$ cat src/trace_macros.svh
`ifndef TRACE_MACROS_SVH
`define TRACE_MACROS_SVH

// Records held in the trace FIFO
`define TRACE_FIFO_DEPTH 8

// Credits held after reset match the sink buffer
`define TRACE_CREDITS 4

// Local data-memory address width
`define TRACE_LADDR_W 10

// Width of the saturating stall counter
`define TRACE_STALLCNT_W 8

`endif

$ cat src/trace_pkg.sv
`default_nettype none

`include "trace_macros.svh"

package trace_pkg;

  // Reason for the most recent stall
  typedef enum logic [2:0] {
    STALL_NONE,
    STALL_IFETCH,
    STALL_IDIV,
    STALL_LOAD,
    STALL_OTHER
  } stall_code_e;

  typedef enum logic [2:0] {
    ACC_NONE,
    ACC_LLOAD,
    ACC_LSTORE,
    ACC_RLOAD,
    ACC_RSTORE
  } access_kind_e;

  typedef struct packed {
    logic [31-`TRACE_LADDR_W:0] pad;
    logic [`TRACE_LADDR_W-1:0]  addr;
    logic [31:0]                data;
  } local_view_s;

  // Remote load leaves data at zero
  typedef struct packed {
    logic [31:0] addr;
    logic [31:0] data;
  } remote_view_s;

  // View picked by the access kind
  typedef union packed {
    local_view_s  lcl;
    remote_view_s rmt;
  } mem_access_u;

  typedef struct packed {
    logic [31:0]                  pc;
    logic [31:0]                  instr;
    access_kind_e                 kind;
    mem_access_u                  mem;
    logic                         rf_wen;
    logic [4:0]                   rf_waddr;
    logic [31:0]                  rf_wdata;
    stall_code_e                  stall_code;
    logic [`TRACE_STALLCNT_W-1:0] stall_cycles;
  } trace_rec_s;

endpackage

`default_nettype wire

$ cat src/wb_stage_if.sv
`timescale 1ns/10ps
`default_nettype none

// Debug view of the instruction in writeback
interface wb_stage_if;
  import trace_pkg::*;

  logic         wb_v;
  logic [31:0]  pc;
  logic [31:0]  instr;
  access_kind_e kind;
  mem_access_u  mem;

  modport source (output wb_v, output pc, output instr, output kind, output mem);

  modport sink (input wb_v, input pc, input instr, input kind, input mem);

endinterface

`default_nettype wire

$ cat src/trace_stage_pipe.sv
`timescale 1ns/10ps
`default_nettype none

`include "trace_macros.svh"

module trace_stage_pipe (
  input  logic                      clk_i,
  input  logic                      reset_i,
  input  logic                      stall_all_i,
  input  logic                      exe_v_i,
  input  logic [31:0]               exe_pc_i,
  input  logic [31:0]               exe_instr_i,
  input  logic                      lsu_v_i,
  input  logic                      lsu_w_i,
  input  logic [`TRACE_LADDR_W-1:0] lsu_addr_i,
  input  logic [31:0]               lsu_data_i,
  input  logic [31:0]               load_data_i,
  input  logic                      remote_v_i,
  input  logic                      remote_w_i,
  input  logic [31:0]               remote_addr_i,
  input  logic [31:0]               remote_data_i,
  wb_stage_if.source                wb_o
);
  import trace_pkg::*;

  access_kind_e exe_kind;
  mem_access_u  exe_mem;

  logic         mem_v_r;
  logic [31:0]  mem_pc_r;
  logic [31:0]  mem_instr_r;
  access_kind_e mem_kind_r;
  mem_access_u  mem_acc_r;
  mem_access_u  mem_acc_wb;

  logic         wb_v_r;
  logic [31:0]  wb_pc_r;
  logic [31:0]  wb_instr_r;
  access_kind_e wb_kind_r;
  mem_access_u  wb_acc_r;

  // Local access wins over remote
  always_comb begin
    exe_kind = ACC_NONE;
    exe_mem  = '0;
    if (exe_v_i && lsu_v_i) begin
      exe_kind         = lsu_w_i ? ACC_LSTORE : ACC_LLOAD;
      exe_mem.lcl.addr = lsu_addr_i;
      exe_mem.lcl.data = lsu_data_i;
    end else if (exe_v_i && remote_v_i) begin
      exe_kind         = remote_w_i ? ACC_RSTORE : ACC_RLOAD;
      exe_mem.rmt.addr = remote_addr_i;
      exe_mem.rmt.data = remote_w_i ? remote_data_i : 32'h0;
    end
  end

  // Load data shows up in the memory stage
  always_comb begin
    mem_acc_wb = mem_acc_r;
    if (mem_kind_r == ACC_LLOAD) begin
      mem_acc_wb.lcl.data = load_data_i;
    end
  end

  always_ff @(posedge clk_i) begin
    if (reset_i) begin
      mem_v_r <= 1'b0;
      wb_v_r  <= 1'b0;
    end else if (!stall_all_i) begin
      mem_v_r <= exe_v_i;
      wb_v_r  <= mem_v_r;
    end
  end

  always_ff @(posedge clk_i) begin
    if (!stall_all_i) begin
      mem_pc_r    <= exe_pc_i;
      mem_instr_r <= exe_instr_i;
      mem_kind_r  <= exe_kind;
      mem_acc_r   <= exe_mem;
      wb_pc_r     <= mem_pc_r;
      wb_instr_r  <= mem_instr_r;
      wb_kind_r   <= mem_kind_r;
      wb_acc_r    <= mem_acc_wb;
    end
  end

  assign wb_o.wb_v  = wb_v_r;
  assign wb_o.pc    = wb_pc_r;
  assign wb_o.instr = wb_instr_r;
  assign wb_o.kind  = wb_kind_r;
  assign wb_o.mem   = wb_acc_r;

endmodule

`default_nettype wire

$ cat src/trace_encoder.sv
`timescale 1ns/10ps
`default_nettype none

`include "trace_macros.svh"

module trace_encoder (
  input  logic               clk_i,
  input  logic               reset_i,
  input  logic               trace_en_i,
  input  logic               stall_all_i,
  input  logic               stall_ifetch_i,
  input  logic               stall_idiv_i,
  input  logic               stall_load_i,
  input  logic               rf_wen_i,
  input  logic [4:0]         rf_waddr_i,
  input  logic [31:0]        rf_wdata_i,
  wb_stage_if.sink           wb_i,
  output logic               push_o,
  output trace_pkg::trace_rec_s rec_o
);
  import trace_pkg::*;

  localparam logic [`TRACE_STALLCNT_W-1:0] STALL_MAX = '1;

  logic                         retire;
  logic [`TRACE_STALLCNT_W-1:0] stall_cnt_r;
  stall_code_e                  stall_code_r;
  stall_code_e                  stall_code_n;

  assign retire = wb_i.wb_v && !stall_all_i && trace_en_i;

  always_comb begin
    if (stall_ifetch_i) begin
      stall_code_n = STALL_IFETCH;
    end else if (stall_idiv_i) begin
      stall_code_n = STALL_IDIV;
    end else if (stall_load_i) begin
      stall_code_n = STALL_LOAD;
    end else begin
      stall_code_n = STALL_OTHER;
    end
  end

  // Retire and stall never share a cycle
  always_ff @(posedge clk_i) begin
    if (reset_i || retire) begin
      stall_cnt_r  <= '0;
      stall_code_r <= STALL_NONE;
    end else if (stall_all_i) begin
      if (stall_cnt_r != STALL_MAX) begin
        stall_cnt_r <= stall_cnt_r + 1'b1;
      end
      stall_code_r <= stall_code_n;
    end
  end

  assign push_o = retire;

  always_comb begin
    rec_o.pc           = wb_i.pc;
    rec_o.instr        = wb_i.instr;
    rec_o.kind         = wb_i.kind;
    rec_o.mem          = wb_i.mem;
    rec_o.rf_wen       = rf_wen_i;
    rec_o.rf_waddr     = rf_waddr_i;
    rec_o.rf_wdata     = rf_wdata_i;
    rec_o.stall_code   = stall_code_r;
    rec_o.stall_cycles = stall_cnt_r;
  end

endmodule

`default_nettype wire

$ cat src/trace_fifo_credit.sv
`timescale 1ns/10ps
`default_nettype none

`include "trace_macros.svh"

module trace_fifo_credit (
  input  logic                  clk_i,
  input  logic                  reset_i,
  input  logic                  push_i,
  input  trace_pkg::trace_rec_s rec_i,
  input  logic                  credit_return_i,
  output logic                  trace_v_o,
  output trace_pkg::trace_rec_s trace_rec_o,
  output logic                  overflow_o
);
  import trace_pkg::*;

  localparam int DEPTH  = `TRACE_FIFO_DEPTH;
  localparam int PTR_W  = $clog2(DEPTH);
  localparam int CNT_W  = $clog2(DEPTH + 1);
  localparam int CRED_W = $clog2(`TRACE_CREDITS + 1);

  trace_rec_s        buf_r [DEPTH];
  logic [PTR_W-1:0]  wr_ptr_r;
  logic [PTR_W-1:0]  rd_ptr_r;
  logic [CNT_W-1:0]  count_r;
  logic [CRED_W-1:0] credit_r;
  logic [CRED_W-1:0] credit_n;
  logic              full;
  logic              wr_en;
  logic              launch;

  assign full  = (count_r == CNT_W'(DEPTH));
  assign wr_en = push_i && !full;

  // Credits left once this cycle's record is counted
  assign credit_n = credit_r - CRED_W'(trace_v_o) + CRED_W'(credit_return_i);
  assign launch   = (count_r != '0) && (credit_n != '0);

  always_ff @(posedge clk_i) begin
    if (reset_i) begin
      wr_ptr_r   <= '0;
      rd_ptr_r   <= '0;
      count_r    <= '0;
      credit_r   <= CRED_W'(`TRACE_CREDITS);
      trace_v_o  <= 1'b0;
      overflow_o <= 1'b0;
    end else begin
      if (wr_en) begin
        wr_ptr_r <= (wr_ptr_r == PTR_W'(DEPTH - 1)) ? '0 : wr_ptr_r + 1'b1;
      end
      if (launch) begin
        rd_ptr_r <= (rd_ptr_r == PTR_W'(DEPTH - 1)) ? '0 : rd_ptr_r + 1'b1;
      end
      count_r    <= count_r + CNT_W'(wr_en) - CNT_W'(launch);
      credit_r   <= credit_n;
      trace_v_o  <= launch;
      // Sticky until reset
      overflow_o <= overflow_o || (push_i && full);
    end
  end

  always_ff @(posedge clk_i) begin
    if (wr_en) begin
      buf_r[wr_ptr_r] <= rec_i;
    end
    if (launch) begin
      trace_rec_o <= buf_r[rd_ptr_r];
    end
  end

endmodule

`default_nettype wire

$ cat src/core_trace_top.sv
`timescale 1ns/10ps
`default_nettype none

`include "trace_macros.svh"

module core_trace_top (
  input  logic                      clk_i,
  input  logic                      reset_i,
  input  logic                      exe_v_i,
  input  logic [31:0]               exe_pc_i,
  input  logic [31:0]               exe_instr_i,
  input  logic                      lsu_v_i,
  input  logic                      lsu_w_i,
  input  logic [`TRACE_LADDR_W-1:0] lsu_addr_i,
  input  logic [31:0]               lsu_data_i,
  input  logic [31:0]               load_data_i,
  input  logic                      remote_v_i,
  input  logic                      remote_w_i,
  input  logic [31:0]               remote_addr_i,
  input  logic [31:0]               remote_data_i,
  input  logic                      rf_wen_i,
  input  logic [4:0]                rf_waddr_i,
  input  logic [31:0]               rf_wdata_i,
  input  logic                      stall_all_i,
  input  logic                      stall_ifetch_i,
  input  logic                      stall_idiv_i,
  input  logic                      stall_load_i,
  input  logic                      trace_en_i,
  input  logic                      credit_return_i,
  output logic                      trace_v_o,
  output trace_pkg::trace_rec_s     trace_rec_o,
  output logic                      trace_overflow_o
);
  import trace_pkg::*;

  logic       push;
  trace_rec_s rec;

  wb_stage_if wb_if ();

  trace_stage_pipe u_pipe (
    .clk_i         (clk_i),
    .reset_i       (reset_i),
    .stall_all_i   (stall_all_i),
    .exe_v_i       (exe_v_i),
    .exe_pc_i      (exe_pc_i),
    .exe_instr_i   (exe_instr_i),
    .lsu_v_i       (lsu_v_i),
    .lsu_w_i       (lsu_w_i),
    .lsu_addr_i    (lsu_addr_i),
    .lsu_data_i    (lsu_data_i),
    .load_data_i   (load_data_i),
    .remote_v_i    (remote_v_i),
    .remote_w_i    (remote_w_i),
    .remote_addr_i (remote_addr_i),
    .remote_data_i (remote_data_i),
    .wb_o          (wb_if.source)
  );

  trace_encoder u_enc (
    .clk_i          (clk_i),
    .reset_i        (reset_i),
    .trace_en_i     (trace_en_i),
    .stall_all_i    (stall_all_i),
    .stall_ifetch_i (stall_ifetch_i),
    .stall_idiv_i   (stall_idiv_i),
    .stall_load_i   (stall_load_i),
    .rf_wen_i       (rf_wen_i),
    .rf_waddr_i     (rf_waddr_i),
    .rf_wdata_i     (rf_wdata_i),
    .wb_i           (wb_if.sink),
    .push_o         (push),
    .rec_o          (rec)
  );

  trace_fifo_credit u_fifo (
    .clk_i           (clk_i),
    .reset_i         (reset_i),
    .push_i          (push),
    .rec_i           (rec),
    .credit_return_i (credit_return_i),
    .trace_v_o       (trace_v_o),
    .trace_rec_o     (trace_rec_o),
    .overflow_o      (trace_overflow_o)
  );

endmodule

`default_nettype wire

$ cat config.mk
export PLATFORM = sky130hd
export DESIGN_NAME = core_trace_top
export DESIGN_NICKNAME = d
export VERILOG_FILES = /design/src/trace_pkg.sv /design/src/wb_stage_if.sv /design/src/trace_stage_pipe.sv /design/src/trace_encoder.sv /design/src/trace_fifo_credit.sv /design/src/core_trace_top.sv
export VERILOG_INCLUDE_DIRS = /design/src
export SDC_FILE = /design/constraint.sdc
export NUM_CORES = 2
export LEC_CHECK = 0
export ABC_AREA = 1
export BUFFER_PORTS_ARGS = -buffer_cell sky130_fd_sc_hd__buf_4
export CORE_ASPECT_RATIO = 1.5
export CORE_UTILIZATION = 35
export CTS_BUF_LIST = sky130_fd_sc_hd__clkbuf_2
export DETAILED_ROUTE_END_ITERATION = 6
export PLACE_DENSITY_LB_ADDON = 0.2
export SLEW_MARGIN = 20
export SYNTH_ARGS = -nofsm -noshare
export SYNTH_HDL_FRONTEND = slang
export SYNTH_SLANG_ARGS = --single-unit
$ cat constraint.sdc
create_clock -name clk_i -period 16.8 [get_ports clk_i]
set_clock_uncertainty 0.15 [all_clocks]
set_input_delay 2.52 -clock clk_i [delete_from_list [all_inputs] [get_ports clk_i]]
set_output_delay 2.52 -clock clk_i [all_outputs]
set_load 0.01 [all_outputs]
* Word level (Yosys, flattened, before mapping) *
Memories as Yosys holds them, arrays and structs flattened. A register that Yosys moved wholly into a read port is not among the register bits.
Index checks and enable logic that the tools add are counted.

cells by class
  $add $sub $neg = 7
  equality and inequality tests = 5
  mux-type cells = 15
  bitwise operators = 1
  reduce and logical (&&, ||, !) cells = 15

operator list
  operator                                                                count
  42-bit two-way mux                                                      2
  32-bit two-way mux                                                      2
  3-bit two-way mux                                                       8
  8-bit by 1-bit adder with 8-bit output (second input constant)          1
  8-bit inequality test (second input constant)                           1
  1-bit logical AND                                                       7
  3-bit by 1-bit adder with 3-bit output (second input constant)          2
  3-bit equality test (second input constant)                             2
  4-bit by 1-bit adder with 4-bit output                                  1
  4-bit equality test (second input constant)                             1
  4-bit nonzero test                                                      1
  4-bit by 1-bit subtractor with 4-bit output                             1
  3-bit by 1-bit adder with 3-bit output                                  1
  3-bit by 1-bit equality test with 1-bit output (second input constant)  1
  3-bit nonzero test                                                      1
  3-bit by 1-bit subtractor with 3-bit output                             1
  1-bit zero test                                                         2
  1-bit logical OR                                                        2
  1-bit two-way mux                                                       2
  2-bit two-way mux                                                       1
  2-bit AND reduction                                                     1
  2-bit OR reduction                                                      1
  1-bit NOT                                                               1

storage, ports and cells
  register bits after elaboration = 290
  bits in writable memories = 1440
  input port bits = 253
  word-level logic and storage cells = 63
  memories = 1

memory list
  name          depth  width  rd ports  clocked after memory_dff  write ports  line                     RTL
  u_fifo.buf_r  8      180    1         1                         1            trace_fifo_credit.sv:23  trace_rec_s buf_r [DEPTH];

* Depth between registers and ports, before layout *
  depth in word-level cells = 6
  depth in mapped cells = 19

* Modules after synthesis *
Synthesis repeated with hierarchy kept, for this count alone.

unflattened totals
  cell total of the unflattened synthesis = 5623
  area total of the unflattened synthesis = 73595.6 sq um

modules (own cells, without submodules)
  module             instances  cells each  area an instance (sq um)
  trace_fifo_credit  1          4718        62184.6
  trace_stage_pipe   1          643         9484.1
  trace_encoder      1          262         1926.8

* Worst setup path after synthesis *
Ideal clock, no wire load.

  path kind = input -> register
  start = in trace_en_i
  end = mem u_fifo.buf_r[0][0] (netlist name), enable pin
  setup time = 0.722 ns
  arrival time = 10.620 ns
  data required time = 15.928 ns
  setup slack = 5.308 ns
  cell stages on the path = 5
  path buffers = 0
  path through = nand2_1 > nor2_1 > nand2_1 > or2_2 > nor2_1

between the ends
  longest elaborated chain between the ends = 4

ends and longest elaborated chain
  item                                     line                     RTL
  start: declaration                       core_trace_top.sv:28     input logic trace_en_i,
  1-bit logical AND                        trace_encoder.sv:30      assign retire = wb_i.wb_v && !stall_all_i && trace_en_i;
  1-bit logical AND                        trace_fifo_credit.sv:34  assign wr_en = push_i && !full;
  1-bit two-way mux                        trace_fifo_credit.sv:64  if (wr_en) begin
  1-bit two-way mux (not written as such)  trace_fifo_credit.sv:65  buf_r[wr_ptr_r] <= rec_i;
  end: declaration                         trace_fifo_credit.sv:23

No other way between the ends.

==> flow_metrics.env <==
export IMPL_post_route_cells_drive_above_1_share=0.191
export IMPL_period_share=0.331
export IMPL_core_area_sq_um=204000
export IMPL_start_kind="register"
export IMPL_power_switching_mw=4.19
export IMPL_placement_io_buffers=434
export IMPL_postLayoutCoreUtil=0.401
export IMPL_track_usage=0.171
export IMPL_die_height_microns=557
export IMPL_dp_worst_setup_slack_ps=10020
export IMPL_full_die_area_sq_um=207000
export IMPL_timing_reg2reg_setup_slack_ps=11240
export IMPL_most_area_hungry_cell_type_in_the_yosys_netlist="edfxtp_1"
export IMPL_setup_worst_path_start="u_fifo.rd_ptr_r[1]$_SDFFE_PP0P_"
export IMPL_max_slew_margin_rel=0.257
export IMPL_cell_internal_pwr_mw=7.83
export IMPL_placement_rows=203
export IMPL_clk_lat_worst_skew_ps=1600
export IMPL_crit_path_end_kind="register"
export IMPL_required_ps=18000
export IMPL_clock_tree_root_cell="clkbuf_2"
export IMPL_peakVddDrop_mv=0.123
export IMPL_synth_nets=5613
export IMPL_post_synth_cell_area_avg_sq_um=13.4
export IMPL_crit_path_max_fanout=103
export IMPL_sequentialPowerShare=0.505
export IMPL_first_global_vias=43883
export IMPL_muxShareOfSynthArea=0
export IMPL_syn_inst=5345
export IMPL_highest_achievable_clock_rate_mhz=180
export IMPL_place_gp_congestion=0.737
export IMPL_area_delta_synth_final_pct=13.8
export IMPL_vias=43403
export IMPL_totalWireLength_microns=181000
export IMPL_route_detailed_wl_per_inst_microns=20.1
export IMPL_antenna_violating_nets_post_route=0
export IMPL_pwr_density_cell_nw_per_um2=147
export IMPL_synth_yosys_seq_area_share=0.794
export IMPL_detail_route_iter0_violations=2844
export IMPL_yosys_area_share_simple=0.0989
export IMPL_clock_power_share=0.244
export IMPL_synth_top_cells_by_area="edfxtp_1, nor2_1, o21ai_0"
export IMPL_cts_tree="yes"
export IMPL_fin_crit_ps=5560
export IMPL_timing_rr_start="u_fifo.rd_ptr_r[1]$_SDFFE_PP0P_"
export IMPL_finalSetupViolations=0
export IMPL_cts_path_max_buffers=4
export IMPL_synth_top_cell_area_share=0.786
export IMPL_die_w_microns=372
export IMPL_endpoint="u_fifo.trace_rec_o[144]$_DFFE_PP_"
export IMPL_timing_critical_path_arrival_ps=6760
export IMPL_final_max_slew_violation_count=0
export IMPL_worst_r2r_endpoint="u_fifo.trace_rec_o[144]$_DFFE_PP_"
export IMPL_worst_pin_slew_ps=1110
export IMPL_floorplan_io_pins=435
export IMPL_unrepaired_setup_endpoints_after_global_routing="no"
export IMPL_synth_compound_area_share=0.0806
export IMPL_dp_final_hpwl_microns=96000
export IMPL_cts_hold_buffers_added=0
export IMPL_ctsResizeCount=0
export IMPL_start_util=0.352
export IMPL_wire_length_of_the_first_global_routing_pass_microns=268000
export IMPL_syn_area_sq_um=71900
export IMPL_post_cts_setup_buffer_count=0
export IMPL_cts_inserted_buffers=454
export IMPL_antenna_found_initial=17
export IMPL_dr_pass1_iters=5
export IMPL_numClockSinks=1910
export IMPL_depth_of_the_cts_h_tree=5
export IMPL_hold_viol=0
export IMPL_globalRouteOverflowTotal=0
export IMPL_status="finished, final reports clean"
export IMPL_drt_drc_violations_left=0
export IMPL_hp_class="register to register"
export IMPL_synthAdderAreaFrac=0.00282
export IMPL_synth_xor_area_frac=0.000609
export IMPL_maxCapViolations=0
export IMPL_via_per_inst=4.82
export IMPL_nets=6258
export IMPL_power_leakage_nw=29.2
export IMPL_power_switching_fraction=0.348
export IMPL_combPwrFrac=0.251
export IMPL_grt_start_max_net_pins=220
export IMPL_ys_seq_elements=1910
export IMPL_yosys_warnings=0
export IMPL_critical_path_class="register to register"
export IMPL_layout_setup_ws_ps=11240
export IMPL_finalSetupTns_ps=0
export IMPL_clkTransAtPathRegs_ps=110
export IMPL_worstRegToRegCells=8
export IMPL_yosys_cell_types_count=28
export IMPL_combinational_family_with_the_most_area_after_synthesis="simple AND/OR/NAND/NOR gates"
[how the worst min path moves through the flow]
stage,startpoint,endpoint,slack [ps],cells after the start
final,u_pipe.mem_pc_r[6]$_DFFE_PN_,u_pipe.wb_o.pc[6]$_DFFE_PN_,200,0
after global routing,u_pipe.mem_acc_r[56]$_SDFFCE_PP0N_,u_pipe.wb_o.mem[56]$_DFFE_PN_,220,0
after CTS,u_pipe.mem_pc_r[10]$_DFFE_PN_,u_pipe.wb_o.pc[10]$_DFFE_PN_,200,0
after detailed placement,u_pipe.mem_acc_r[34]$_DFFE_PN_,u_pipe.wb_o.mem[34]$_DFFE_PN_,260,0
after global placement,u_pipe.mem_instr_r[1]$_DFFE_PN_,u_pipe.wb_o.instr[1]$_DFFE_PN_,250,0
after floorplan,u_pipe.mem_instr_r[0]$_DFFE_PN_,u_pipe.wb_o.instr[0]$_DFFE_PN_,250,0
[worst max-delay path, stage by stage (launching register included)]
cell and delay, ps:
dfxtp_4 780, buf_4 890, buf_4 910, buf_4 870
buf_4 920, o21ai_0 200, o21ai_0 220, nand2_1 70
nand2_1 100
[cell families (layout without fill, tap and decap cells)]
family                     Yosys count  after routing
buffers and inverters              394           1382
other                                0              6
and+or+nand+nor                   1876           1876
adders and majority gates           15             15
DFF                               1910           1910
xor gates and xnor gates             5              5
AOI/OAI and AO/OA                 1145           1145
[cells in the mapped netlist, drive strengths merged]
cell	count
or2	1
o211a	1
ha	13
clkinv	1
fa	2
a32o	10
nand4	1
inv	91
xor2	4
edfxtp	1882
dfxtp	28
clkbuf	215
a31oi	2
buf	87
xnor2	1
o22ai	1
a21oi	11
nand3	44
nand2	687
o21ai	1119
a22oi	1
nor2	1142
or3b	1
[sequential cells by signal (all words and copies together) (netlist names), 32 cells and up]
name                flops
u_fifo.buf_r         1440
u_fifo.trace_rec_o    180
u_pipe.mem_acc_r       64
u_pipe.mem_instr_r     32
u_pipe.mem_pc_r        32
u_pipe.wb_o.instr      32
u_pipe.wb_o.mem        64
u_pipe.wb_o.pc         32
[metrics by stage]
stage,cell area [sq um],instances,power (mW),hold slack (ps)
after floorplan,71900,5345,7.97,250
after global placement,77800,8198,9.27,255
after detailed placement,77800,8198,9.28,255
after CTS,81800,8997,12.3,196
after global routing,81800,9002,12.8,217
final,81800,9004,12.0,202
[cell type report]
| class | count | area, sq um |
|---|---|---|
| clock inverter | 134 | 658 |
| timing repair buffer | 491 | 3800 |
| multi-input combinational | 3041 | 13200 |
| fill | 19574 | 122000 |
| tap | 2665 | 3330 |
| antenna | 6 | 15.0 |
| inverter | 92 | 375 |
| clock buffer | 665 | 3330 |
| sequential | 1910 | 57100 |
[metal layers]
layer  wire [microns]  global-route usage  up-vias
met1            75900               0.212    21298
met2            90300               0.293     1204
met4             4400              0.0551        2
met5               18                   0        -
li1                 -                   -    20579
met3            10600              0.0390      320
[power by group through the flow]
stage / logic [mW] / clock network, mW / registers (mW)
5_1_grt: 3.42 / 3.29 / 6.12
6_report: 3.02 / 2.93 / 6.07
3_3_place_gp: 3.06 / 0 / 6.20
2_1_floorplan: 1.76 / 0 / 6.20
3_5_place_dp: 3.09 / 0 / 6.20
4_1_cts: 3.10 / 3.09 / 6.10
[cell usage in the layout, fill, tap and decap left out]
cell type	netlist	layout
edfxtp_1	1882	1882
nor2_1	1142	1134
o21ai_0	726	726
nand2_1	687	687
clkbuf_2	0	665
buf_4	24	482
o21ai_1	393	393
clkinv_1	1	97
inv_1	89	87
nand3_1	44	44
dfxtp_1	28	25
clkinv_2	0	20
ha_1	13	13
a21oi_1	11	11
a32o_1	10	10
buf_12	0	9
nor2_4	0	8
clkinvlp_4	0	7
diode_2	0	6
inv_6	0	5
inv_8	0	4
xor2_1	4	4
inv_2	2	3
bufinv_16	0	3
dfxtp_4	0	3
a31oi_1	2	2
fa_1	2	2
o22ai_1	1	1
or3b_2	1	1
or2_2	1	1
xnor2_1	1	1
a22oi_1	1	1
o211a_1	1	1
nand4_1	1	1
Note: power is estimated with default switching activity, not from simulation.
